## src/source/clct_pkg.sv

```systemverilog
`default_nettype none

package clct_pkg;

  // ------------------------------------------------------------------------
  // field widths of the pattern finder output
  // ------------------------------------------------------------------------

  // five strip groups feed the final sorter
  localparam int NGRP    = 5;
  // pattern id, bits 6..1 sortable and bit 0 is bend direction
  localparam int MXPATB  = 7;
  // key half-strip within one group
  localparam int MXKEYB  = 5;
  // full key half-strip across the chamber
  localparam int MXKEYBX = 8;
  // quarter-strip subkey
  localparam int MXXKYB  = 10;
  // comparator code offset from the ccLUT fit
  localparam int MXOFFSB = 4;
  localparam int MXQLTB  = 6;
  localparam int MXBNDB  = 5;
  // comparator carry word
  localparam int MXPATC  = 12;
  // sort key is either pat[6:1] or the fit quality
  localparam int SORTB   = 6;

  // ------------------------------------------------------------------------
  // offset word
  // ------------------------------------------------------------------------

  // split view of the offset
  // hs_adj shifts the half-strip, qs places the quarter-strip
  typedef struct packed {
    logic [1:0] hs_adj;
    logic [1:0] qs;
  } clct_offs_fld_t;

  // same 4 bits, read raw or as two fields
  typedef union packed {
    logic [MXOFFSB-1:0] raw;
    clct_offs_fld_t     fld;
  } clct_offs_u;

  // ------------------------------------------------------------------------
  // candidate and result
  // ------------------------------------------------------------------------

  // one group candidate, 39 bits
  typedef struct packed {
    logic [MXPATB-1:0] pat;
    logic [MXKEYB-1:0] key;
    clct_offs_u        offs;
    logic [MXQLTB-1:0] qlt;
    logic [MXBNDB-1:0] bend;
    logic [MXPATC-1:0] carry;
  } clct_cand_t;

  typedef clct_cand_t [NGRP-1:0] clct_cand_arr_t;

  typedef logic [NGRP-1:0][SORTB-1:0] clct_sort_arr_t;

  // best pattern with full key and subkey, 48 bits
  typedef struct packed {
    logic [MXPATB-1:0]  pat;
    logic [MXKEYBX-1:0] key;
    logic [MXXKYB-1:0]  subkey;
    logic [MXQLTB-1:0]  qlt;
    logic [MXBNDB-1:0]  bend;
    logic [MXPATC-1:0]  carry;
  } clct_best_t;

endpackage

`default_nettype wire

```

## src/source/clct_cand_capture.sv

```systemverilog
`default_nettype none

module clct_cand_capture
  import clct_pkg::*;
#(
  // 1 sorts on fit quality, 0 sorts on pattern id
  parameter logic SORT_ON_QLT = 1'b0
)
(
  input  logic            clock,
  input  logic            rst,
  input  logic            cand_valid,
  input  clct_cand_arr_t  cand,
  input  logic [NGRP-1:0] group_mask,
  output logic            cap_valid,
  output clct_cand_arr_t  cap_cand,
  output clct_sort_arr_t  cap_sort
);

  // candidates after masking
  clct_cand_arr_t cand_blank;
  // sort keys built from the masked candidates
  clct_sort_arr_t sort_nxt;

  // ------------------------------------------------------------------------
  // blanking and sort key selection
  // ------------------------------------------------------------------------

  always_comb
  begin
    for (int g = 0; g < NGRP; g++)
    begin
      // masked group becomes an all-zero candidate
      if (group_mask[g])
        cand_blank[g] = '0;
      else
        cand_blank[g] = cand[g];

      // lsb of the pattern id only gives bend direction so it is dropped
      if (SORT_ON_QLT)
        sort_nxt[g] = cand_blank[g].qlt;
      else
        sort_nxt[g] = cand_blank[g].pat[MXPATB-1:1];
    end
  end

  // ------------------------------------------------------------------------
  // capture registers
  // ------------------------------------------------------------------------

  // strobe follows cand_valid by one clock
  always_ff @(posedge clock)
  begin
    if (rst)
      cap_valid <= 1'b0;
    else
      cap_valid <= cand_valid;
  end

  // payload loads only on a strobe
  // sort keys are registered too so the compare tree starts from flops
  always_ff @(posedge clock)
  begin
    if (cand_valid)
    begin
      cap_cand <= cand_blank;
      cap_sort <= sort_nxt;
    end
  end

endmodule

`default_nettype wire

```

## src/source/best_1of5_cclut.sv

```systemverilog
`default_nettype none

module best_1of5_cclut
  import clct_pkg::*;
(
  input  clct_cand_arr_t cap_cand,
  input  clct_sort_arr_t cap_sort,
  output clct_best_t     sel
);

  // group number takes the bits above the in-group key
  localparam int GRPB = MXKEYBX - MXKEYB;

  // winning group index
  logic [GRPB-1:0]    win_grp;
  // winning candidate
  clct_cand_t         win;
  // quarter-strip carry into the half-strip
  logic               qs_carry;
  logic [MXKEYBX-1:0] key_full;
  logic [1:0]         qs_next;

  // ------------------------------------------------------------------------
  // priority compare tree
  // ------------------------------------------------------------------------

  // a group wins only when strictly above every lower group
  // higher groups are tested later and override, so ties fall
  // to the lowest group holding the maximum
  always_comb
  begin
    logic top_ok;
    win_grp = '0;
    for (int g = 1; g < NGRP; g++)
    begin
      top_ok = 1'b1;
      for (int h = 0; h < g; h++)
      begin
        if (!(cap_sort[g] > cap_sort[h]))
          top_ok = 1'b0;
      end
      if (top_ok)
        win_grp = GRPB'(g);
    end
  end

  // group 0 is the default winner
  assign win = cap_cand[win_grp];

  // ------------------------------------------------------------------------
  // key correction from the ccLUT offset
  // ------------------------------------------------------------------------

  // bit pair view of the offset, both qs bits set
  // pushes the key up by one more half-strip
  assign qs_carry = win.offs.raw[1] & win.offs.raw[0];

  // full key = {group, key} + hs_adj + carry - 2
  // all terms are 8 bits so the result wraps mod 256
  always_comb
  begin
    key_full = {win_grp, win.key};
    key_full = key_full + MXKEYBX'(win.offs.fld.hs_adj);
    key_full = key_full + MXKEYBX'(qs_carry);
    key_full = key_full - MXKEYBX'(2);
  end

  // quarter-strip position shifted by one, wraps in 2 bits
  assign qs_next = win.offs.fld.qs + 2'd1;

  // ------------------------------------------------------------------------
  // selected result
  // ------------------------------------------------------------------------

  always_comb
  begin
    sel.pat    = win.pat;
    sel.key    = key_full;
    // subkey is the full key with the quarter-strip below it
    sel.subkey = {key_full, qs_next};
    sel.qlt    = win.qlt;
    sel.bend   = win.bend;
    sel.carry  = win.carry;
  end

endmodule

`default_nettype wire

```

## src/source/clct_best_out.sv

```systemverilog
`default_nettype none

module clct_best_out
  import clct_pkg::*;
#(
  // lowest fit quality that is reported
  parameter logic [MXQLTB-1:0] MIN_QLT = 6'd1
)
(
  input  logic       clock,
  input  logic       rst,
  input  logic       cap_valid,
  input  clct_best_t sel,
  output logic       best_valid,
  output clct_best_t best
);

  // winner passes the quality cut
  logic qlt_ok;
  // a result is reported this clock
  logic take;

  // ------------------------------------------------------------------------
  // quality gate
  // ------------------------------------------------------------------------

  assign qlt_ok = (sel.qlt >= MIN_QLT);
  assign take   = cap_valid & qlt_ok;

  // ------------------------------------------------------------------------
  // output registers
  // ------------------------------------------------------------------------

  // one-clock strobe per accepted winner
  always_ff @(posedge clock)
  begin
    if (rst)
      best_valid <= 1'b0;
    else
      best_valid <= take;
  end

  // low quality winners leave the last reported result in place
  always_ff @(posedge clock)
  begin
    if (take)
      best <= sel;
  end

endmodule

`default_nettype wire

```

## src/source/clct_best_top.sv

```systemverilog
`default_nettype none

module clct_best_top
  import clct_pkg::*;
#(
  parameter logic              SORT_ON_QLT = 1'b0,
  parameter logic [MXQLTB-1:0] MIN_QLT     = 6'd1
)
(
  input  logic            clock,
  input  logic            rst,
  input  logic            cand_valid,
  input  clct_cand_arr_t  cand,
  input  logic [NGRP-1:0] group_mask,
  output logic            best_valid,
  output clct_best_t      best
);

  // capture stage to selector
  logic           cap_valid;
  clct_cand_arr_t cap_cand;
  clct_sort_arr_t cap_sort;
  // combinational winner, aligned with cap_valid
  clct_best_t     sel;

  // ------------------------------------------------------------------------
  // stage 1 registers and masks the five groups
  // ------------------------------------------------------------------------

  clct_cand_capture #(
    .SORT_ON_QLT (SORT_ON_QLT)
  ) cap0 (
    .clock      (clock),
    .rst        (rst),
    .cand_valid (cand_valid),
    .cand       (cand),
    .group_mask (group_mask),
    .cap_valid  (cap_valid),
    .cap_cand   (cap_cand),
    .cap_sort   (cap_sort)
  );

  // ------------------------------------------------------------------------
  // stage 2 picks best 1 of 5 and forms key and subkey
  // ------------------------------------------------------------------------

  best_1of5_cclut sel0 (
    .cap_cand (cap_cand),
    .cap_sort (cap_sort),
    .sel      (sel)
  );

  // output register with quality cut
  clct_best_out #(
    .MIN_QLT (MIN_QLT)
  ) out0 (
    .clock      (clock),
    .rst        (rst),
    .cap_valid  (cap_valid),
    .sel        (sel),
    .best_valid (best_valid),
    .best       (best)
  );

endmodule

`default_nettype wire

```

## config.mk

```make
export PLATFORM = sky130hd
export DESIGN_NAME = clct_best_top
export DESIGN_NICKNAME = d
export VERILOG_FILES = /design/src/source/clct_pkg.sv /design/src/source/clct_cand_capture.sv /design/src/source/best_1of5_cclut.sv /design/src/source/clct_best_out.sv /design/src/source/clct_best_top.sv
export SDC_FILE = /design/constraint.sdc
export NUM_CORES = 1
export LEC_CHECK = 0
export BUFFER_PORTS_ARGS = -buffer_cell sky130_fd_sc_hd__buf_2
export CORE_MARGIN = 4
export CORE_UTILIZATION = 56
export DETAILED_ROUTE_END_ITERATION = 8
export GPL_TIMING_DRIVEN = 0
export PLACE_DENSITY = 0.79
export SKIP_LAST_GASP = 1
export SYNTH_ARGS = -nofsm -noshare
export SYNTH_HDL_FRONTEND = slang
export SYNTH_HIERARCHICAL = 1
export SYNTH_SLANG_ARGS = --single-unit
```

## constraint.sdc

```tcl
create_clock -name clock -period 6 [get_ports clock]
set_input_delay 0.6 -clock clock [delete_from_list [all_inputs] [get_ports clock]]
set_output_delay 0.6 -clock clock [all_outputs]
set_load 0.1 [all_outputs]
```

==> results.sh, run 1 <==
export IMPL_hpwl_um=26900
export IMPL_static_leakage_power_nw=6.09
export IMPL_route_antenna_remaining_nets=0
export IMPL_ios=252
export IMPL_synth_adder_area_share=0.0709
export IMPL_synth_largest_area_cell="sky130_fd_sc_hd__edfxtp_1"
export IMPL_synth_main_ff_cell="sky130_fd_sc_hd__edfxtp_1"
export IMPL_globalRouteTotalUtil=0.290
export IMPL_critPathArrivalTime_ns=5.88
export IMPL_timing_critical_path_fanout_max=10
export IMPL_rsz0062_at_grt="no"
export IMPL_gp_congestion=0.901
export IMPL_p_per_area_mw_per_mm2=356
export IMPL_timing_critical_path_from_type="register"
export IMPL_totalWireLength_um=36600
export IMPL_synth_largest_type_area_fraction=0.580
export IMPL_count_of_distinct_cell_types_in_the_synthesized_netlist=50
export IMPL_synth_enable_flop_cells=243
export IMPL_synth_avg_cell_area_sq_um=12.4
export IMPL_synthesized_instance_count=1016
export IMPL_detailedRoute_firstPassIterationCount=7
export IMPL_routedWlPerCell_um=23.0
export IMPL_timing_slew_headroom=0.300
export IMPL_synth_top_family_by_area="simple AND/OR/NAND/NOR gates"
export IMPL_fill_cells=1646
export IMPL_post_route_cells_drive_above_1_share=0.295
export IMPL_timing_critical_path_cells="buf_4 -> inv_1 -> ha_1 -> nand4_1 -> o22ai_1 -> or3_1 -> nor4_4 -> and2_1 -> buf_2 -> buf_2 -> o41ai_1 -> ha_1 -> fa_1 -> ha_1 -> inv_1 -> fa_1 -> nor2b_1 -> o21ai_0 -> a21boi_0 -> o21a_1 -> nor2_1 -> xnor2_1 -> buf_4"
export IMPL_post_synth_most_frequent_cells="243 x sky130_fd_sc_hd__edfxtp_1, 172 x sky130_fd_sc_hd__nor2b_1, 68 x sky130_fd_sc_hd__ha_1, 46 x sky130_fd_sc_hd__nor2_1, 45 x sky130_fd_sc_hd__nand3_1"
export IMPL_synth_compound_area_frac=0.0916
export IMPL_finClkSkew_ns=0.0138
export IMPL_synth_seq_cells=245
export IMPL_hold_viol_final=0
export IMPL_finalCriticalPeriod_ns=5.58
export IMPL_cpMaxStageDelayCell="sky130_fd_sc_hd__nor4_4"
export IMPL_crit_buf_inv=6
export IMPL_die_width_um=158
export IMPL_post_cts_setup_inserts=0
export IMPL_synth_area_sq_mm=0.0126
export IMPL_drt_iter0_drc=843
export IMPL_cts_tree="done"
export IMPL_synth_mux_area_fraction=0
export IMPL_totalNegativeSetupSlack_ns=0
export IMPL_area_delta_synth_final_pct=19.6
export IMPL_drc_errors=0
export IMPL_first_pass_grt_wire_length_um=53800
export IMPL_ir_worst_vdd_mv=0.250
export IMPL_synth_async_reset_ratio=0
export IMPL_die_area_sq_mm=0.0249
export IMPL_htree_levels=1
export IMPL_via_count_of_the_first_global_routing_pass=9516
export IMPL_portBuffers=246
export IMPL_max_freq_ghz=0.179
export IMPL_synth_most_common_cell="sky130_fd_sc_hd__edfxtp_1"
export IMPL_yosys_warnings=6
export IMPL_setup_worst_path_end_class="register"
export IMPL_synth_xor_xnor_area_share=0.00279
export IMPL_antenna_found_initial=2
export IMPL_worst_skew_pair_late_latency_ns=0.54
export IMPL_clock_sink_count=245
export IMPL_drv_cap=0
export IMPL_cts_buf_count=25
export IMPL_via_count=9483
export IMPL_root_buffer="sky130_fd_sc_hd__clkbuf_16"
export IMPL_grt_max_degree=114
export IMPL_status="finished, final reports clean"
export IMPL_synthesis_nets=1289
export IMPL_path_clk_slew_ns=0.06
export IMPL_final_nets=1565
export IMPL_core_sq_mm=0.0220
export IMPL_initial_utilization=0.573
export IMPL_worst_setup_path_type="register to register"
export IMPL_grt_overflow_total=0
export IMPL_timing_hold_ws_ns=0.227
export IMPL_critPathRequiredTime_ns=6.30
export IMPL_simple_logic_cell_fraction_of_the_synthesized_area=0.191
export IMPL_final_max_slew_violation_count=0
export IMPL_chipHeight_um=158
export IMPL_cpMostUsedCell="sky130_fd_sc_hd__ha_1"
export IMPL_floorplan_rows=54
export IMPL_yosysSeqAreaShare=0.584
export IMPL_hold_class="input port to register"
export IMPL_crit_family="simple AND/OR/NAND/NOR gates"
export IMPL_postCtsHoldBufs=0
export IMPL_synth_top_cells_by_area="sky130_fd_sc_hd__edfxtp_1 58%, sky130_fd_sc_hd__nor2b_1 8.6%, sky130_fd_sc_hd__ha_1 6.8%"
export IMPL_layout_worst_path_cycle_share=0.930
export IMPL_finalSetupViolations=0
export IMPL_post_cts_resized_instances=0
export IMPL_cts_max_path_buffers=3
export IMPL_tightestPinTransition_ns=1.02
export IMPL_highest_cell_delay_on_the_worst_timing_path_ns=0.71
export IMPL_avgViaCountPerCell=5.97
[metrics by stage]
| stage | setup slack (ns) | util | instances | area (sq um) | power [W] |
|---|---|---|---|---|---|
| 2_1_floorplan | 0.689 | - | 1016 | 12600 | 0.00344 |
| 3_3_place_gp | -1.75 | 0.645 | 1542 | 14200 | 0.00383 |
| 3_5_place_dp | 0.505 | 0.649 | 1545 | 14300 | 0.00387 |
| 4_1_cts | 0.482 | 0.684 | 1586 | 15000 | 0.00535 |
| 5_1_grt | 0.131 | 0.684 | 1586 | 15000 | 0.00556 |
| 6_report | 0.419 | 0.685 | 1588 | 15000 | 0.00535 |
[state kept, by name (all words and copies together), names as in the netlist]
| register | count |
|---|---|
| cap0/cap_cand | 195 |
| out0/best | 48 |
| out0/best_valid | 1 |
| cap0/cap_valid | 1 |
[logic make-up (layout without fill, tap and decap cells)]
logic type | count (synthesis) | after routing
xor gates and xnor gates | 4 | 4
other | 0 | 2
buffers and inverters | 143 | 433
AOI/OAI and AO/OA | 146 | 146
adders and majority gates | 70 | 70
DFF | 245 | 245
and+or+nand+nor | 408 | 408
[worst paths after layout]
path	startpoint	end	slack, ns	depth (start not counted)
max reg2reg	cap0/cap_cand[37]	out0/best[40]	0.42	23
min	rst	cap0/cap_valid	0.23	2
max	cap0/cap_cand[37]	out0/best[40]	0.42	23
min reg2reg	cap0/cap_valid	out0/best_valid	0.45	2
[power breakdown]
group	leakage (nW)	internal, W	switching, W	total [W]
clock	0.381	0.000846	0.000650	0.00150
sequential	2.35	0.00214	0.0000526	0.00220
combinational	3.36	0.000498	0.00116	0.00166
[placed cells by master (no fill, tap or decap), drive strengths merged, types with 3 or more instances in the layout]
cell / netlist / final
and2b: 5 / 5
buf: 72 / 321
inv: 40 / 41
o41a: 6 / 6
clkinv: 0 / 12
nand2: 11 / 11
o21a: 11 / 11
nand4: 8 / 8
clkbuf: 31 / 57
a211oi: 7 / 7
a21oi: 14 / 14
nand3: 45 / 45
o21ai: 12 / 12
ha: 68 / 68
a2111oi: 35 / 35
a21o: 4 / 4
and3: 41 / 41
nor2: 46 / 46
o31a: 3 / 3
nand3b: 3 / 3
nor3: 40 / 40
o31ai: 4 / 4
o22ai: 4 / 4
nor4: 3 / 3
edfxtp: 243 / 243
o41ai: 34 / 34
nor2b: 197 / 197
nand2b: 4 / 4
a22o: 3 / 3
xnor2: 4 / 4
[metal layers]
layer  vias up  global-route usage  wire length, um
li1       4293                   -                -
met1      4557               0.384            14200
met2       539               0.472            17200
met3        94              0.0585             3670
met4         0               0.118             1510
met5         -                   0                0
[layout make-up]
cell class | count | area [sq um] | area share
clock inverters | 15 | 140 | 0.00932
well taps | 280 | 350 | 0.0233
multi-input cells | 628 | 4490 | 0.299
diodes | 2 | 5.00 | 0.000333
flip-flops and latches | 245 | 7340 | 0.488
clock buffers | 26 | 629 | 0.0419
repair buffers | 249 | 1320 | 0.0881
plain buffers | 103 | 608 | 0.0404
inverters | 40 | 150 | 0.00999
[worst register-to-register path: cells and delay by family (launching register included)]
kind,cells,cell delay (ns)
flops,1,0.41
compound gates,5,0.81
simple gates,6,1.62
buf+inv,6,0.98
xor+xnor,1,0.11
fa+ha+maj,5,1.41
Note: power is estimated with default switching activity, not from simulation.
==> run 2, diff against run 1 <==
--- a/config.mk
+++ b/config.mk
@@ -7,12 +7,12 @@
 export LEC_CHECK = 0
 export BUFFER_PORTS_ARGS = -buffer_cell sky130_fd_sc_hd__buf_2
 export CORE_MARGIN = 4
-export CORE_UTILIZATION = 56
+export CORE_UTILIZATION = 55
 export DETAILED_ROUTE_END_ITERATION = 8
 export GPL_TIMING_DRIVEN = 0
-export PLACE_DENSITY = 0.79
+export PLACE_DENSITY = 0.78
+export SETUP_SLACK_MARGIN = 0.1
 export SKIP_LAST_GASP = 1
 export SYNTH_ARGS = -nofsm -noshare
 export SYNTH_HDL_FRONTEND = slang
-export SYNTH_HIERARCHICAL = 1
 export SYNTH_SLANG_ARGS = --single-unit
==> run 2 against run 1 <==
Net effect: non-clock buffer count shrank 38; global-route usage shrank 0.62 points; synthesized cell count shrank 2.8%; total power grew 2.2%; clock power is essentially flat; setup slack lost 0.074 ns; critical path type unchanged; critical endpoint is now out0.best[32]; largest cell class unchanged; largest power group unchanged.
==> results.sh, run 2 <==
export IMPL_critPathRequiredTime_ns=6.28
export IMPL_ir_worst_vdd_mv=0.210
export IMPL_area_delta_synth_final_pct=20.7
export IMPL_finClkSkew_ns=0.0209
export IMPL_largest_register_ff_count=177
export IMPL_rsz0062_at_grt="no"
export IMPL_static_leakage_power_nw=5.82
export IMPL_synth_area_sq_mm=0.0120
export IMPL_synth_seq_cells=237
export IMPL_p_int_w=0.00346
export IMPL_synthesis_nets=1261
export IMPL_pwr_share_seq=0.390
export IMPL_postCtsHoldBufs=0
export IMPL_cts_tree="done"
export IMPL_worst_setup_path_type="register to register"
export IMPL_pwr_share_clk=0.279
export IMPL_synth_main_ff_cell="sky130_fd_sc_hd__edfxtp_1"
export IMPL_timing_critical_path_fanout_max=10
export IMPL_hold_class="input port to register"
export IMPL_hold_viol_final=0
export IMPL_via_count=9252
export IMPL_synth_largest_area_cell="sky130_fd_sc_hd__edfxtp_1"
export IMPL_die_area_sq_mm=0.0242
export IMPL_root_buffer="sky130_fd_sc_hd__clkbuf_16"
export IMPL_post_cts_setup_inserts=0
export IMPL_totalNegativeSetupSlack_ns=0
export IMPL_synth_async_reset_ratio=0
export IMPL_startpoint="cap0.cap_sort[8]"
export IMPL_detailedRoute_firstPassIterationCount=5
export IMPL_power_switching_fraction=0.368
export IMPL_globalRouteTotalUtil=0.284
export IMPL_synth_avg_cell_area_sq_um=12.1
export IMPL_critPathArrivalTime_ns=5.94
export IMPL_timing_critical_path_cells="inv_1 -> ha_1 -> nand3_1 -> nor2_1 -> a211oi_1 -> nand4_1 -> nand2_1 -> buf_2 -> buf_1 -> a32o_1 -> a21oi_1 -> ha_1 -> fa_1 -> ha_1 -> inv_1 -> fa_1 -> inv_1 -> a21oi_1 -> o21bai_1 -> a21o_1 -> a21oi_1 -> xnor2_1"
export IMPL_pwr_share_comb=0.331
export IMPL_timing_slew_headroom=0.324
export IMPL_yosys_warnings=0
export IMPL_largest_register="cap0.cap_cand"
export IMPL_initial_utilization=0.564
export IMPL_die_width_um=155
export IMPL_instances_no_fill=1562
export IMPL_yosysSeqAreaShare=0.593
export IMPL_setup_worst_path_end_class="register"
export IMPL_final_cell_mix="261 x sky130_fd_sc_hd__buf_2, 235 x sky130_fd_sc_hd__edfxtp_1, 202 x sky130_fd_sc_hd__nor2b_1, 75 x sky130_fd_sc_hd__nand2_1, 68 x sky130_fd_sc_hd__ha_1"
export IMPL_synthesized_instance_count=988
export IMPL_crit_buf_inv=5
export IMPL_cp_depth=22
export IMPL_reg2regPathDepth=22
export IMPL_timing_critical_path_to="out0.best[32]"
export IMPL_route_antenna_remaining_nets=0
export IMPL_synth_enable_flop_cells=235
export IMPL_final_nets=1537
export IMPL_floorplan_rows=53
export IMPL_htree_levels=1
export IMPL_first_pass_grt_wire_length_um=51500
export IMPL_chipHeight_um=155
export IMPL_max_freq_ghz=0.177
export IMPL_hpwl_um=25500
export IMPL_cts_buf_count=26
export IMPL_post_synth_most_frequent_cells="235 x sky130_fd_sc_hd__edfxtp_1, 202 x sky130_fd_sc_hd__nor2b_1, 75 x sky130_fd_sc_hd__nand2_1, 68 x sky130_fd_sc_hd__ha_1, 45 x sky130_fd_sc_hd__a21oi_1"
export IMPL_worstReg2RegStart="cap0.cap_sort[8]"
export IMPL_cts_max_path_buffers=3
export IMPL_ios=252
export IMPL_post_cts_resized_instances=0
export IMPL_p_per_area_mw_per_mm2=379
export IMPL_antenna_found_initial=7
export IMPL_totalWireLength_um=35800
export IMPL_highest_cell_delay_on_the_worst_timing_path_ns=0.59
export IMPL_grt_overflow_total=0
export IMPL_finalSetupViolations=0
export IMPL_via_count_of_the_first_global_routing_pass=8878
export IMPL_layout_worst_path_cycle_share=0.943
export IMPL_drv_cap=0
export IMPL_finalCriticalPeriod_ns=5.66
export IMPL_r2r_end="out0.best[32]"
export IMPL_grt_max_degree=107
export IMPL_worst_skew_pair_late_latency_ns=0.55
export IMPL_final_max_slew_violation_count=0
export IMPL_timing_critical_path_from_type="register"
export IMPL_regToRegSetupSlack_ns=0.34
export IMPL_status="finished, final reports clean"
export IMPL_p_sw_w=0.00201
export IMPL_drt_iter0_drc=904
export IMPL_layout_core_utilization=0.680
export IMPL_crit_family="adder cells"
export IMPL_core_sq_mm=0.0212
export IMPL_routedWlPerCell_um=22.9
export IMPL_drc_errors=0
export IMPL_path_clk_slew_ns=0.06
export IMPL_post_route_cells_drive_above_1_share=0.256
export IMPL_portBuffers=246
export IMPL_top_regs="cap0.cap_cand (177), out0.best (40), cap0.cap_sort (18)"
export IMPL_post_place_cells=1511
export IMPL_synth_largest_type_area_fraction=0.590
export IMPL_cpMaxStageDelayCell="sky130_fd_sc_hd__buf_1"
export IMPL_synth_most_common_cell="sky130_fd_sc_hd__edfxtp_1"
export IMPL_timing_hold_ws_ns=0.221
export IMPL_fill_cells=1572
export IMPL_avgViaCountPerCell=5.92
export IMPL_clock_sink_count=237
export IMPL_tightestPinTransition_ns=1.01
export IMPL_count_of_distinct_cell_types_in_the_synthesized_netlist=63
export IMPL_gp_congestion=0.926
export IMPL_synth_top_cells_by_area="sky130_fd_sc_hd__edfxtp_1 59%, sky130_fd_sc_hd__nor2b_1 11%, sky130_fd_sc_hd__ha_1 7.1%"
export IMPL_layout_commonest_cell="sky130_fd_sc_hd__buf_2"
run 2: changes by cell type in the layout (fill, tap and decap cells not counted), sizes merged, moves of 32 or more:
cell | previous run | this run
a2111oi | 35 | 1
nand3 | 45 | 9
o21ai | 12 | 44
and3 | 41 | 4
nor3 | 40 | 5
buf | 321 | 279
nand2 | 11 | 75
o41ai | 34 | 0
run 2: routing by layer:
metal | wire (um) | track usage | share of wire | up-vias
li1 | - | - | - | 4141
met1 | 14200 | 0.394 | 0.40 | 4430
met2 | 16600 | 0.453 | 0.46 | 591
met3 | 3750 | 0.0495 | 0.10 | 88
met4 | 1270 | 0.104 | 0.035 | 2
met5 | 7 | 0 | 0.00020 | -
run 2: kinds of logic after synthesis:
group | count (synthesis) | share of synthesized area
AND/OR/NAND/NOR | 353 | 0.161
flip-flops | 237 | 0.593
AO/OA/AOI/OAI | 202 | 0.114
buffers and inverters | 109 | 0.0428
adder cells (fa/ha/maj) | 70 | 0.0745
multiplexers | 12 | 0.0106
XOR/XNOR | 5 | 0.00366
run 2: worst reg2reg max path, cell delays in order (launching register included):
cell                       delay, ns
sky130_fd_sc_hd__edfxtp_1       0.46
sky130_fd_sc_hd__inv_1          0.24
sky130_fd_sc_hd__ha_1           0.31
sky130_fd_sc_hd__nand3_1        0.08
sky130_fd_sc_hd__nor2_1         0.05
sky130_fd_sc_hd__a211oi_1       0.28
sky130_fd_sc_hd__nand4_1        0.40
sky130_fd_sc_hd__nand2_1        0.19
sky130_fd_sc_hd__buf_2          0.28
sky130_fd_sc_hd__buf_1          0.59
sky130_fd_sc_hd__a32o_1         0.28
sky130_fd_sc_hd__a21oi_1        0.08
sky130_fd_sc_hd__ha_1           0.26
sky130_fd_sc_hd__fa_1           0.57
sky130_fd_sc_hd__ha_1           0.26
sky130_fd_sc_hd__inv_1          0.09
sky130_fd_sc_hd__fa_1           0.25
sky130_fd_sc_hd__inv_1          0.06
sky130_fd_sc_hd__a21oi_1        0.14
sky130_fd_sc_hd__o21bai_1       0.10
sky130_fd_sc_hd__a21o_1         0.19
sky130_fd_sc_hd__a21oi_1        0.17
sky130_fd_sc_hd__xnor2_1        0.08
run 2: stage by stage:
step | worst slack (ns) | total power [W] | area, sq um
after floorplan | 1.05 | 0.00347 | 12000
after global placement | -1.31 | 0.00390 | 13500
after detailed placement | 0.544 | 0.00395 | 13600
after CTS | 0.488 | 0.00546 | 14400
after global routing | 0.102 | 0.00567 | 14400
final | 0.344 | 0.00547 | 14400
run 2: area by class of cell:
cell class,instances,area [sq um],area share
antenna,6,15.0,0.00104
buffer,66,350,0.0243
clock buffer,30,666,0.0461
clock inverter,15,145,0.0101
inverter,43,161,0.0112
multi-input combinational,642,4370,0.303
sequential,237,7100,0.491
tap,275,344,0.0238
timing repair buffer,248,1290,0.0892
run 2: worst min path at each step:
| stage | cells after the start | end | from |
|---|---|---|---|
| floorplan | 2 | out0.best_valid | cap0.cap_valid |
| global placement | 2 | out0.best_valid | cap0.cap_valid |
| detailed placement | 2 | out0.best_valid | cap0.cap_valid |
| CTS | 2 | cap0.cap_valid | rst |
| global route | 2 | cap0.cap_valid | rst |
| finish | 2 | cap0.cap_valid | rst |
run 2: power groups by stage:
| stage | combinational [W] | clock, W | sequential [W] |
|---|---|---|---|
| after global placement | 0.00173 | 0 | 0.00217 |
| after detailed placement | 0.00179 | 0 | 0.00216 |
| after global routing | 0.00192 | 0.00160 | 0.00215 |
| after floorplan | 0.000882 | 0 | 0.00259 |
| final | 0.00181 | 0.00152 | 0.00213 |
| after CTS | 0.00180 | 0.00153 | 0.00213 |
==> run 3, diff against run 2 <==
--- a/config.mk
+++ b/config.mk
@@ -6,13 +6,15 @@
 export NUM_CORES = 1
 export LEC_CHECK = 0
 export BUFFER_PORTS_ARGS = -buffer_cell sky130_fd_sc_hd__buf_2
-export CORE_MARGIN = 4
-export CORE_UTILIZATION = 55
+export CORE_MARGIN = 2
+export CORE_UTILIZATION = 56
+export CTS_CLUSTER_SIZE = 24
 export DETAILED_ROUTE_END_ITERATION = 8
 export GPL_TIMING_DRIVEN = 0
-export PLACE_DENSITY = 0.78
+export PLACE_DENSITY = 0.79
 export SETUP_SLACK_MARGIN = 0.1
 export SKIP_LAST_GASP = 1
 export SYNTH_ARGS = -nofsm -noshare
 export SYNTH_HDL_FRONTEND = slang
+export SYNTH_HIERARCHICAL = 1
 export SYNTH_SLANG_ARGS = --single-unit
==> run 3 against run 2 <==
Net effect: design area grew 5.5%; clock power rose by 18%; die area decreased by 2.1%; core utilization is 1.3 points higher; sequential share of layout area is 0.97 points lower.
==> results.sh, run 3 (synthesized netlist as in run 1, its figures left out) <==
export IMPL_top_regs="cap0/cap_cand (195), out0/best (48)"
export IMPL_pwr_share_clk=0.319
export IMPL_timing_critical_path_fanout_max=10
export IMPL_p_int_w=0.00374
export IMPL_cts_max_path_buffers=3
export IMPL_core_sq_mm=0.0220
export IMPL_largest_register_ff_count=195
export IMPL_worstReg2RegStart="cap0/cap_cand[73]"
export IMPL_post_route_cells_drive_above_1_share=0.301
export IMPL_layout_commonest_cell="sky130_fd_sc_hd__buf_2"
export IMPL_max_freq_ghz=0.177
export IMPL_static_leakage_power_nw=6.18
export IMPL_timing_critical_path_from_type="register"
export IMPL_drc_errors=0
export IMPL_first_pass_grt_wire_length_um=53200
export IMPL_final_nets=1566
export IMPL_postCtsHoldBufs=0
export IMPL_gp_congestion=0.977
export IMPL_regToRegSetupSlack_ns=0.36
export IMPL_rsz0062_at_grt="no"
export IMPL_critPathArrivalTime_ns=5.94
export IMPL_timing_hold_ws_ns=0.207
export IMPL_drt_iter0_drc=837
export IMPL_grt_busiest_layer="met2"
export IMPL_die_width_um=154
export IMPL_final_cell_mix="272 x sky130_fd_sc_hd__buf_2, 243 x sky130_fd_sc_hd__edfxtp_1, 172 x sky130_fd_sc_hd__nor2b_1, 68 x sky130_fd_sc_hd__ha_1, 46 x sky130_fd_sc_hd__nor2_1"
export IMPL_die_area_sq_mm=0.0237
export IMPL_globalRouteTotalUtil=0.301
export IMPL_critPathRequiredTime_ns=6.30
export IMPL_totalWireLength_um=35700
export IMPL_portBuffers=246
export IMPL_hold_depth=2
export IMPL_via_count=9345
export IMPL_timing_slew_headroom=0.291
export IMPL_gr_usage_met2=0.506
export IMPL_via_count_of_the_first_global_routing_pass=9530
export IMPL_finalCriticalPeriod_ns=5.64
export IMPL_groute_layer_met3_usage=0.0561
export IMPL_ios=252
export IMPL_tightestPinTransition_ns=1.06
export IMPL_routedWlPerCell_um=22.4
export IMPL_root_buffer="sky130_fd_sc_hd__clkbuf_16"
export IMPL_r2r_end="out0/best[40]"
export IMPL_hold_path_startpoint="rst"
export IMPL_largest_register="cap0/cap_cand"
export IMPL_p_per_area_mw_per_mm2=371
export IMPL_layout_worst_path_cycle_share=0.940
export IMPL_drv_cap=0
export IMPL_worst_setup_path_type="register to register"
export IMPL_final_max_slew_violation_count=0
export IMPL_pwr_share_comb=0.292
export IMPL_floorplan_rows=54
export IMPL_path_clk_slew_ns=0.06
export IMPL_route_antenna_remaining_nets=0
export IMPL_power_total_w=0.00565
export IMPL_startpoint="cap0/cap_cand[73]"
export IMPL_grt_overflow_total=0
export IMPL_worst_skew_pair_late_latency_ns=0.56
export IMPL_cts_tree="done"
export IMPL_detailedRoute_firstPassIterationCount=5
export IMPL_hold_viol_final=0
export IMPL_setup_worst_path_end_class="register"
export IMPL_ir_worst_vdd_mv=0.278
export IMPL_htree_levels=1
export IMPL_hold_class="input port to register"
export IMPL_clock_sink_count=245
export IMPL_area_delta_synth_final_pct=21.1
export IMPL_cts_buf_count=26
export IMPL_reg2regPathDepth=21
export IMPL_grtUsageMet1=0.396
export IMPL_antenna_found_initial=1
export IMPL_status="finished, final reports clean"
export IMPL_pwr_share_seq=0.389
export IMPL_p_sw_w=0.00191
export IMPL_hpwl_um=26000
export IMPL_hold_end="cap0/cap_valid"
export IMPL_grt_max_degree=102
export IMPL_avgViaCountPerCell=5.86
export IMPL_finalSetupViolations=0
export IMPL_finClkSkew_ns=0.0211
export IMPL_power_switching_fraction=0.337
export IMPL_initial_utilization=0.573
export IMPL_layout_core_utilization=0.694
export IMPL_chipHeight_um=154
[run 3: power by group through the flow]
| stage | logic [W] | registers (W) | clock network (W) |
|---|---|---|---|
| 4_1_cts | 0.00164 | 0.00220 | 0.00182 |
| 2_1_floorplan | 0.000671 | 0.00277 | 0 |
| 6_report | 0.00165 | 0.00220 | 0.00180 |
| 3_3_place_gp | 0.00159 | 0.00224 | 0 |
| 5_1_grt | 0.00176 | 0.00221 | 0.00188 |
| 3_5_place_dp | 0.00163 | 0.00223 | 0 |
[run 3: metal layers]
| metal | vias up | share of wire | wire length (um) |
|---|---|---|---|
| met5 | - | 0 | 0 |
| met4 | 0 | 0.034 | 1210 |
| met3 | 77 | 0.085 | 3030 |
| met2 | 516 | 0.48 | 17200 |
| met1 | 4444 | 0.40 | 14200 |
| li1 | 4308 | - | - |
[run 3: how the worst max path moves through the flow]
stage	to	slack, ns	depth (start not counted)
floorplan	out0/best[0]	0.69	13
global placement	out0/best[46]	-1.85	12
detailed placement	out0/best[40]	0.30	23
CTS	out0/best[40]	0.35	23
global route	out0/best[40]	0.13	22
finish	out0/best[40]	0.36	21
[run 3: layout make-up]
cell class	count	area (sq um)
sequential	245	7340
fill	1620	6730
multi-input combinational	628	4490
timing repair buffer	249	1320
clock buffer	32	703
buffer	103	608
tap	280	350
clock inverter	16	272
inverter	40	150
antenna	2	5.00
[run 3: worst max-delay path, cell delays in order, from the launching register on]
cell	delay [ns]
sky130_fd_sc_hd__edfxtp_1	0.41
sky130_fd_sc_hd__buf_4	0.17
sky130_fd_sc_hd__inv_1	0.17
sky130_fd_sc_hd__ha_1	0.27
sky130_fd_sc_hd__nor2b_1	0.13
sky130_fd_sc_hd__o31ai_1	0.20
sky130_fd_sc_hd__a21oi_1	0.14
sky130_fd_sc_hd__o21ai_1	0.83
sky130_fd_sc_hd__nor3_1	0.17
sky130_fd_sc_hd__o41ai_1	0.78
sky130_fd_sc_hd__ha_1	0.28
sky130_fd_sc_hd__fa_1	0.21
sky130_fd_sc_hd__ha_1	0.17
sky130_fd_sc_hd__inv_1	0.05
sky130_fd_sc_hd__fa_1	0.40
sky130_fd_sc_hd__nor2b_1	0.14
sky130_fd_sc_hd__o21ai_0	0.10
sky130_fd_sc_hd__a21boi_0	0.27
sky130_fd_sc_hd__o21a_1	0.15
sky130_fd_sc_hd__nor2_1	0.04
sky130_fd_sc_hd__xnor2_1	0.15
sky130_fd_sc_hd__buf_4	0.15
[run 3: metrics by stage]
| step | area (sq um) | instances | setup slack [ns] | setup TNS (ns) |
|---|---|---|---|---|
| final | 15200 | 1595 | 0.362 | 0 |
| after global routing | 15200 | 1593 | 0.134 | 0 |
| after CTS | 15200 | 1593 | 0.353 | 0 |
| after detailed placement | 14300 | 1545 | 0.297 | 0 |
| after global placement | 14200 | 1542 | -1.85 | -88.35 |
| after floorplan | 12600 | 1016 | 0.689 | 0 |
[run 3: repair_timing]
action	CTS	global route
endpoints found under the setup margin	0	1
buffers inserted	0	0
resized for setup	0	0
